**src/nocPkg.sv**
```systemverilog
`default_nettype none

package nocPkg;

  localparam int numPorts  = 5;
  localparam int flitWidth = 32;
  localparam int idWidth   = 3;
  localparam int lenWidth  = 12;

  // Source indices reported on outPort
  localparam logic [2:0] portL = 3'd0;
  localparam logic [2:0] portN = 3'd1;
  localparam logic [2:0] portE = 3'd2;
  localparam logic [2:0] portW = 3'd3;
  localparam logic [2:0] portS = 3'd4;

  // Index table in port order L, N, E, W, S
  localparam logic [2:0] portCode [numPorts] = '{portL, portN, portE, portW, portS};

  localparam logic [idWidth-1:0] flitNone = 3'd0;
  localparam logic [idWidth-1:0] flitHead = 3'd1;
  localparam logic [idWidth-1:0] flitBody = 3'd2;
  localparam logic [idWidth-1:0] flitTail = 3'd3;

  typedef struct packed {
    logic [7:0]          dest;   // Carried only, no routing here
    logic [lenWidth-1:0] length;
    logic [11:0]         spare;
  } headFields_t;

  // Head flits carry the header fields, body and tail flits carry plain data
  typedef union packed {
    headFields_t          head;
    logic [flitWidth-1:0] payload;
  } flitWord_t;

endpackage

`default_nettype wire
```
**src/flitPortIf.sv**
```systemverilog
`timescale 1ns/100ps
`default_nettype none

interface flitPortIf;

  logic                           req;
  nocPkg::flitWord_t              flit;
  logic [nocPkg::idWidth-1:0]     flitId;  // flitNone while the port is not valid
  logic [nocPkg::lenWidth-1:0]    limit;
  logic                           ready;

  modport decode
  (
    output req,
    output flit,
    output flitId,
    output limit,
    input  ready
  );

  modport arb
  (
    input req,
    input limit
  );

  modport sink
  (
    input  flit,
    input  flitId,
    output ready
  );

endinterface

`default_nettype wire

```
**src/routerOutPort.sv**
```systemverilog
`timescale 1ns/100ps
`default_nettype none

module routerOutPort
(
  input  wire logic                        clk,
  input  wire logic                        rst,
  input  wire logic [nocPkg::numPorts-1:0] inValid,
  input  wire logic [nocPkg::flitWidth-1:0] inFlit [nocPkg::numPorts],
  input  wire logic [nocPkg::idWidth-1:0]  inFlitId [nocPkg::numPorts],
  output logic [nocPkg::numPorts-1:0]      inReady,
  output logic                             outValid,
  output logic [nocPkg::flitWidth-1:0]     outFlit,
  output logic [nocPkg::idWidth-1:0]       outFlitId,
  output logic [2:0]                       outPort,
  input  wire logic                        outReady
);

  logic [nocPkg::numPorts-1:0] grant;

  // One bundle per input, indexed L, N, E, W, S
  flitPortIf portBus [nocPkg::numPorts] ();

  for (genvar i = 0; i < nocPkg::numPorts; i++)
  begin : genDecode
    flitDecode decodeInst
    (
      .clk    (clk),
      .rst    (rst),
      .valid  (inValid[i]),
      .flit   (inFlit[i]),
      .flitId (inFlitId[i]),
      .ready  (inReady[i]),
      .port   (portBus[i])
    );
  end

  switchArbiter arbInst
  (
    .clk   (clk),
    .rst   (rst),
    .ports (portBus),
    .grant (grant)
  );

  outputStage outInst
  (
    .clk       (clk),
    .rst       (rst),
    .grant     (grant),
    .ports     (portBus),
    .outValid  (outValid),
    .outFlit   (outFlit),
    .outFlitId (outFlitId),
    .outPort   (outPort),
    .outReady  (outReady)
  );

endmodule

`default_nettype wire

```
**src/outputStage.sv**
```systemverilog
`timescale 1ns/100ps
`default_nettype none

module outputStage
(
  input  wire logic                        clk,
  input  wire logic                        rst,
  input  wire logic [nocPkg::numPorts-1:0] grant,
  flitPortIf.sink                          ports [nocPkg::numPorts],
  output logic                             outValid,
  output logic [nocPkg::flitWidth-1:0]     outFlit,
  output logic [nocPkg::idWidth-1:0]       outFlitId,
  output logic [2:0]                       outPort,
  input  wire logic                        outReady
);

  nocPkg::flitWord_t           flitIn [nocPkg::numPorts];
  logic [nocPkg::idWidth-1:0]  idIn [nocPkg::numPorts];
  logic [nocPkg::numPorts-1:0] present;
  logic                        canLoad;
  logic                        take;
  nocPkg::flitWord_t           selFlit;
  logic [nocPkg::idWidth-1:0]  selId;
  logic [2:0]                  selPort;

  assign canLoad = !outValid || outReady;  // Register empty or draining this cycle

  for (genvar i = 0; i < nocPkg::numPorts; i++)
  begin : genSink
    assign flitIn[i]      = ports[i].flit;
    assign idIn[i]        = ports[i].flitId;
    assign present[i]     = (idIn[i] != nocPkg::flitNone);
    assign ports[i].ready = grant[i] && canLoad;
  end

  always_comb
  begin
    selFlit = '0;
    selId   = nocPkg::flitNone;
    selPort = nocPkg::portL;
    for (int i = 0; i < nocPkg::numPorts; i++)
    begin
      if (grant[i])
      begin
        selFlit = flitIn[i];
        selId   = idIn[i];
        selPort = nocPkg::portCode[i];
      end
    end
  end

  assign take = canLoad && |(grant & present);

  always_ff @(posedge clk)
  begin
    if (rst)
    begin
      outValid <= 1'b0;
    end
    else if (canLoad)
    begin
      outValid <= take;
    end
  end

  // Contents stay put while the link stalls
  always_ff @(posedge clk)
  begin
    if (take)
    begin
      outFlit   <= selFlit.payload;
      outFlitId <= selId;
      outPort   <= selPort;
    end
  end

endmodule

`default_nettype wire

```
**src/switchArbiter.sv**
```systemverilog
`timescale 1ns/100ps
`default_nettype none

module switchArbiter
(
  input  wire logic                    clk,
  input  wire logic                    rst,
  flitPortIf.arb                       ports [nocPkg::numPorts],
  output logic [nocPkg::numPorts-1:0]  grant
);

  // One-hot state, bit 0 is idle and bit i+1 means port i owns the link
  logic [nocPkg::numPorts:0]   state;
  logic [nocPkg::numPorts:0]   nextState;
  logic [nocPkg::numPorts-1:0] reqVec;
  logic [nocPkg::numPorts-1:0] runTimer;
  logic [nocPkg::numPorts-1:0] timesUp;
  logic [nocPkg::numPorts-1:0] pick;
  logic [nocPkg::lenWidth-1:0] limitVec [nocPkg::numPorts];
  int                          owner;

  // First requester at or after start, wrapping round the ports
  function automatic logic [nocPkg::numPorts-1:0] pickFrom
  (
    input logic [nocPkg::numPorts-1:0] reqs,
    input int                          start
  );
    logic [nocPkg::numPorts-1:0] found;
    logic                        done;
    int                          idx;
    found = '0;
    done  = 1'b0;
    for (int k = 0; k < nocPkg::numPorts; k++)
    begin
      idx = (start + k) % nocPkg::numPorts;
      if (!done && reqs[idx])
      begin
        found[idx] = 1'b1;
        done       = 1'b1;
      end
    end
    return found;
  endfunction

  for (genvar i = 0; i < nocPkg::numPorts; i++)
  begin : genTimer
    assign reqVec[i]   = ports[i].req;
    assign limitVec[i] = ports[i].limit;

    grantTimer timerInst
    (
      .clk      (clk),
      .rst      (rst),
      .runTimer (runTimer[i]),
      .limit    (limitVec[i]),
      .timesUp  (timesUp[i])
    );
  end

  assign grant = state[nocPkg::numPorts:1];

  always_comb
  begin
    owner = 0;
    for (int i = 0; i < nocPkg::numPorts; i++)
    begin
      if (grant[i])
      begin
        owner = i;
      end
    end
  end

  always_comb
  begin
    runTimer = '0;
    if (state[0])
    begin
      pick = pickFrom(reqVec, 0);  // Fixed order L, N, E, W, S out of idle
    end
    else if (reqVec[owner] && !timesUp[owner])
    begin
      pick             = grant;
      runTimer[owner]  = 1'b1;
    end
    else
    begin
      // Owner comes last in the search, so a lone requester is granted again
      pick = pickFrom(reqVec, owner + 1);
    end
  end

  assign nextState = {pick, (pick == '0)};

  always_ff @(posedge clk)
  begin
    if (rst)
    begin
      state <= {{nocPkg::numPorts{1'b0}}, 1'b1};
    end
    else
    begin
      state <= nextState;
    end
  end

endmodule

`default_nettype wire

```
**src/grantTimer.sv**
```systemverilog
`timescale 1ns/100ps
`default_nettype none

module grantTimer
(
  input  wire logic                        clk,
  input  wire logic                        rst,
  input  wire logic                        runTimer,
  input  wire logic [nocPkg::lenWidth-1:0] limit,
  output logic                             timesUp
);

  // Number of the grant cycle in progress, so the first owned cycle reads one
  logic [nocPkg::lenWidth-1:0] count;

  always_ff @(posedge clk)
  begin
    if (rst)
    begin
      count <= 12'd1;
    end
    else if (!runTimer)
    begin
      count <= 12'd1;  // Any pause in the grant restarts the budget
    end
    else
    begin
      count <= count + 12'd1;
    end
  end

  // A zero budget still allows the single cycle already granted
  assign timesUp = (count >= limit);

endmodule

`default_nettype wire

```
**src/flitDecode.sv**
```systemverilog
`timescale 1ns/100ps
`default_nettype none

module flitDecode
(
  input  wire logic                       clk,
  input  wire logic                       rst,
  input  wire logic                       valid,
  input  wire nocPkg::flitWord_t          flit,
  input  wire logic [nocPkg::idWidth-1:0] flitId,
  output logic                            ready,
  flitPortIf.decode                       port
);

  logic [nocPkg::lenWidth-1:0] budget;
  logic                        headSeen;

  assign headSeen = valid && (flitId == nocPkg::flitHead);

  assign port.req  = valid;
  assign port.flit = flit;
  assign ready     = port.ready;

  // The sink treats a zero type as an empty slot
  assign port.flitId = valid ? flitId : nocPkg::flitNone;

  // Packet length of the latest head becomes the grant budget
  always_ff @(posedge clk)
  begin
    if (rst)
    begin
      budget <= '0;
    end
    else if (headSeen)
    begin
      budget <= flit.head.length;
    end
  end

  assign port.limit = budget;

endmodule

`default_nettype wire

```
**config.mk**
```make
export PLATFORM = sky130hd
export DESIGN_NAME = routerOutPort
export DESIGN_NICKNAME = d
export VERILOG_FILES = /design/src/nocPkg.sv /design/src/flitPortIf.sv /design/src/routerOutPort.sv /design/src/outputStage.sv /design/src/switchArbiter.sv /design/src/grantTimer.sv /design/src/flitDecode.sv
export SDC_FILE = /design/constraint.sdc
export NUM_CORES = 1
export LEC_CHECK = 0
export ABC_AREA = 1
export BUFFER_PORTS_ARGS = -buffer_cell sky130_fd_sc_hd__buf_2
export CORE_MARGIN = 1
export CORE_UTILIZATION = 56
export DETAILED_ROUTE_END_ITERATION = 10
export PLACE_DENSITY = 0.8
export SYNTH_ARGS = -nofsm -noshare
export SYNTH_HDL_FRONTEND = slang
export SYNTH_HIERARCHICAL = 1
export SYNTH_SLANG_ARGS = --single-unit
```
**constraint.sdc**
```tcl
create_clock -name clk -period 8.4 [get_ports clk]
set_clock_uncertainty 0.05 [all_clocks]
set_input_delay 2.1 -clock clk [delete_from_list [all_inputs] [get_ports clk]]
set_output_delay 2.1 -clock clk [all_outputs]
set_load 0.1 [all_outputs]
```
---- Yosys cells after proc, flatten, opt, wreduce, memory -nomap -nowiden ----
Index checks and enable logic that the tools add are counted.
storage, ports and cells
  bits in registers ....................... 165
  output and inout bits ................... 44
  logic and storage cells ................. 207
cells by class
  add/sub/neg operators ................... 10
  divide/modulo/power cells ............... 5
  order comparisons ....................... 17
  equal/unequal tests ..................... 5
  multiplexer cells ....................... 96
  bitwise logic cells ..................... 10
  reduce and logical (&&, ||, !) cells .... 49
operator list
  kind                                                    count
  2-to-1 mux 32 bit                                       8
  >= comparator 32 x 1 -> 1 bit, second input constant    6
  < comparator 32 x 5 -> 1 bit, second input constant     6
  remainder unit 32 x 4 -> 32 bit, second input constant  5
  2-to-1 mux 5 bit                                        17
  adder 32 x 2 -> 32 bit, second input constant           2
  adder 32 x 3 -> 32 bit, second input constant           2
  adder 12 x 1 -> 12 bit, second input constant           5
  >= comparator 12 bit                                    5
  2-to-1 mux 1 bit                                        46
  adder 32 x 4 -> 32 bit, second input constant           1
  2-to-1 mux 3 bit                                        10
  logical AND 1 bit                                       26
  binary-select mux 1 bit (select 3 bit)                  7
  OR 5 bit                                                4
  demux 1 bit (select 3 bit)                              6
  == test 3 x 1 -> 1 bit, second input constant           5
  nonzero test 3 bit                                      5
  zero test 1 bit                                         10
  OR reduction 2 bit                                      5
  bitwise AND 5 bit                                       1
  zero test 5 bit                                         1
  NOT 1 bit                                               5
  OR reduction 5 bit                                      1
  other kinds (2)                                         3

---- Logic depth before layout (Yosys ltp) ----
  depth in word-level cells ............... 33
  depth in mapped cells ................... 25
  gate-level depth less buffers ........... 25

---- Cells and area by module ----
Netlist, hierarchy kept.
modules (own cells, without submodules)
  module         times used  cells each  area each (um^2)
  grantTimer     5           129         874.6
  flitDecode     5           119         855.8
  outputStage    1           392         2970.3
  switchArbiter  1           231         1286.2

---- Worst setup path before layout ----
OpenSTA, ideal clock, no wires.
  kind .................................... input to register
  start ................................... input port inFlitId[6] in the netlist's numbering
  end ..................................... register outInst/outFlitId[0] in the netlist's numbering (enable)
  library setup time ...................... 0.446 ns
  arrival time ............................ 4.519 ns
  path slack .............................. 3.385 ns
  stages on the path ...................... 7
  buffers on the path ..................... 1
  cell sequence ........................... nand2_1 inv_2 buf_8 inv_1 a21oi_1 nor2_1 a21oi_1
on the way
  longest elaborated chain between the ends .. 5
RTL lines
  item                            line                 text
  from (decl)                     routerOutPort.sv:10  input wire logic [nocPkg::idWidth-1:0] inFlitId [nocPkg::numPorts],
  2-to-1 mux 3 bit                flitDecode.sv:25     assign port.flitId = valid ? flitId : nocPkg::flitNone;
  net portBus[2].flitId, one bit  flitPortIf.sv:8      logic [nocPkg::idWidth-1:0] flitId;
  nonzero test 3 bit              outputStage.sv:32    assign present[i] = (idIn[i] != nocPkg::flitNone);
  bitwise AND 5 bit               outputStage.sv:52    assign take = canLoad && |(grant & present);
  OR reduction 5 bit              outputStage.sv:52
  logical AND 1 bit               outputStage.sv:52
  net outInst.take                outputStage.sv:21    logic take;
  to (signal assigned)            outputStage.sv:72    outFlitId <= selId;
  to (decl)                       outputStage.sv:12    output logic [nocPkg::idWidth-1:0] outFlitId,
The timed path passes the listed nets, and every way through them passes these cells.
A chain may end at the register's enable or synchronous reset.

---- Worst setup path in the final report ----
  start ................................... input port outReady
  end ..................................... output port inReady[0] in the netlist's numbering
on the way
  longest elaborated chain between the ends .. 2
RTL lines
  item               line                 text
  from (decl)        routerOutPort.sv:16  input wire logic outReady
  logical OR 1 bit   outputStage.sv:26    assign canLoad = !outValid || outReady;
  logical AND 1 bit  outputStage.sv:33    assign ports[i].ready = grant[i] && canLoad;
  to (decl)          routerOutPort.sv:11  output logic [nocPkg::numPorts-1:0] inReady,
No other way between the ends.

==> summary.txt <==
post-synth top area cell - dfxtp_1
worst endpoint required time - 6.25 ns
Syn Nets - 2115
largest family of logic cells by synthesized area - simple AND/OR/NAND/NOR gates
GRT overflow - 0
fmax - 182 MHz
Post-synth top flop - dfxtp_1
GPL Wtd Cong - 1.09
hpwl dp - 27000 um
Synth-to-Final Area Change - 1.70%
status - complete, no violations
YS warnings - 6
post-synthesis cell type count - 40
DRC viols - 0
die height - 154 um
Die Wd - 154 um
number of buffers created by CTS - 17
# resized after CTS - 0
Leak - 0.00608 uW
via/cell ratio - 5.40
fin nets - 2130
Synth top area share - 0.197
maximum clock path buffer count - 2
met2 Use GR - 0.496
simple-gate share of the synthesized area - 0.324
H-tree levels - 4
VDD IR max - 0.209 mV
hold_ws - 0.364 ns
register area share after synthesis - 0.285
area share of fa/ha/maj cells after synthesis - 0.0669
Post-synth EDFFs - 38
Synth Area in Compound Gates - 0.0956
met3 usage - 0.0691
synth top area cells - dfxtp_1, nand2_1, buf_4
worst-margin pin slew - 0.964 ns
crit share post-route - 0.654
Die ar. - 0.0237 mm2
1st-iter DRT viols - 1017
first-pass GRT wire length - 55900 um
Sink Count - 165
row count - 55
Vias - 11763
top-count cell post-synth - nand2_1
largest net degree at the start of global routing - 45
Final Util - 0.580
fillers - 2153
CORE AREA - 0.0226 mm2
final WL - 35600 um
Detailed Routing Iterations Pass 1 - 6
wire length per cell - 16.4 um
Final ANT Viol Nets - 0
post-synthesis cell count - 1863
mux cell area share after synthesis - 0
share of cells above drive strength 1 - 0.209
vias in the first global route - 10813
initial core utilization - 0.570
Critical Path Sink Type - output pin
Max-Cap Viols - 0
maximum fanout along the worst path - 7
Max Slew Vio Count - 0
startpoint types - input pin
final hold violation count - 0
CP Data Arrival Time - 3.34 ns
Synth top cells by count - nand2_1, nor2_1, inv_1
Port Buffer Count - 226
Pwr Density - 339 mW/mm2
Tot GR Track Use - 0.303
Post-Route Setup TNS - 0 ns
FFs w/ async S/R, synth - 0
Mapped Area - 0.0129 mm2
CTS root buffer - clkbuf_16
Setup CP Type - in2out
met1 Use GR - 0.385
initial antenna violation count - 1
io pins - 227
RSZ-0062 raised after global routing - false
post-synthesis average cell area - 6.93 um2
Most Crowded Layer GR - met2
Clock Latency Late Sink - 0.44 ns
register bit total from synthesis - 165
Post-CTS Setup Bufs - 0
CTS hold repair buffers - 0
Final setup viols - 0
clock tree from TritonCTS - built
worst min path class - reg2reg
setup ws final - 2.91 ns
Clock transition at path regs - 0.06 ns
post-synthesis xor/xnor area fraction - 0.00678
Setup WS pre-CTS - 2.94 ns
Final min period - 5.49 ns
Max transition margin - 0.356
final cells by class:
type                    count  area (um2)  share of cell area
repair buffers            232        1180              0.0896
clock buffers              18         429              0.0327
diodes                      1        2.50            0.000191
flip-flops and latches    165        3690               0.281
inverters                 262         993              0.0757
multi-input cells        1200        6380               0.486
well taps                 285         357              0.0272
clock inverters            14         101             0.00772
per-stage QoR:
stage	instance area, um2	power [uW]	instances
CTS	13100	4420	2176
detailed placement	12600	3690	2144
global placement	12600	3680	2144
finish	13100	4450	2177
floorplan	12900	3280	1863
global route	13100	4670	2177
logic make-up after synthesis:
family,after synthesis
buf+inv,498
compound gates,214
fa+ha+maj,69
xor+xnor,10
flops,165
simple gates,907
final timing paths:
check / start / end / slack, ns / depth (start not counted)
max: outReady / inReady[0] / 2.91 / 4
min: arbInst/genTimer[1].timerInst/count[0] / arbInst/genTimer[1].timerInst/count[0] / 0.36 / 1
max reg2reg: arbInst/state[4] / arbInst/state[0] / 4.87 / 21
min reg2reg: arbInst/genTimer[1].timerInst/count[0] / arbInst/genTimer[1].timerInst/count[0] / 0.36 / 1
state kept, by name, indices dropped and copies added (netlist names):
signal / cells
arbInst/genTimer.timerInst/count: 60
outInst/outFlitId: 3
genDecode.decodeInst/port.limit: 60
arbInst/state: 6
outInst/outFlit: 32
outInst/outPort: 3
outInst/outValid: 1
routing by layer:
| layer | vias to the layer above | routed length, um |
|---|---|---|
| met4 | 0 | 1150 |
| li1 | 5768 | - |
| met2 | 542 | 16400 |
| met3 | 93 | 3380 |
| met1 | 5360 | 14600 |
| met5 | - | 0 |
where the power goes:
part	total, uW	switching, uW	internal, uW
logic	2630	2060	569
registers	1090	60.2	1030
clock network	733	351	382
total	4450	2480	1980
cell usage in the layout, fill, tap and decap left out, types with 5 or more instances in the layout:
cell	count
nand2_1	410
xnor2_1	10
a31oi_1	41
buf_4	6
clkinv_1	38
nor2_2	12
nand3_1	173
inv_6	7
a21oi_2	21
nand2_4	7
nand3b_1	10
buf_2	226
nand4_1	13
dfxtp_1	123
nand3_2	24
edfxtp_1	38
a21oi_1	125
o21ai_0	15
nor2_1	210
nand2_2	18
clkbuf_16	17
inv_1	207
inv_2	16
nor2_4	23
o21a_1	5
ha_1	69
critical path, stage by stage:
cell and delay [ns]:
buf_2 0.09, nor2_1 0.54, nor2_1 0.24, buf_2 0.36
Power figures use the tool's default switching activity.
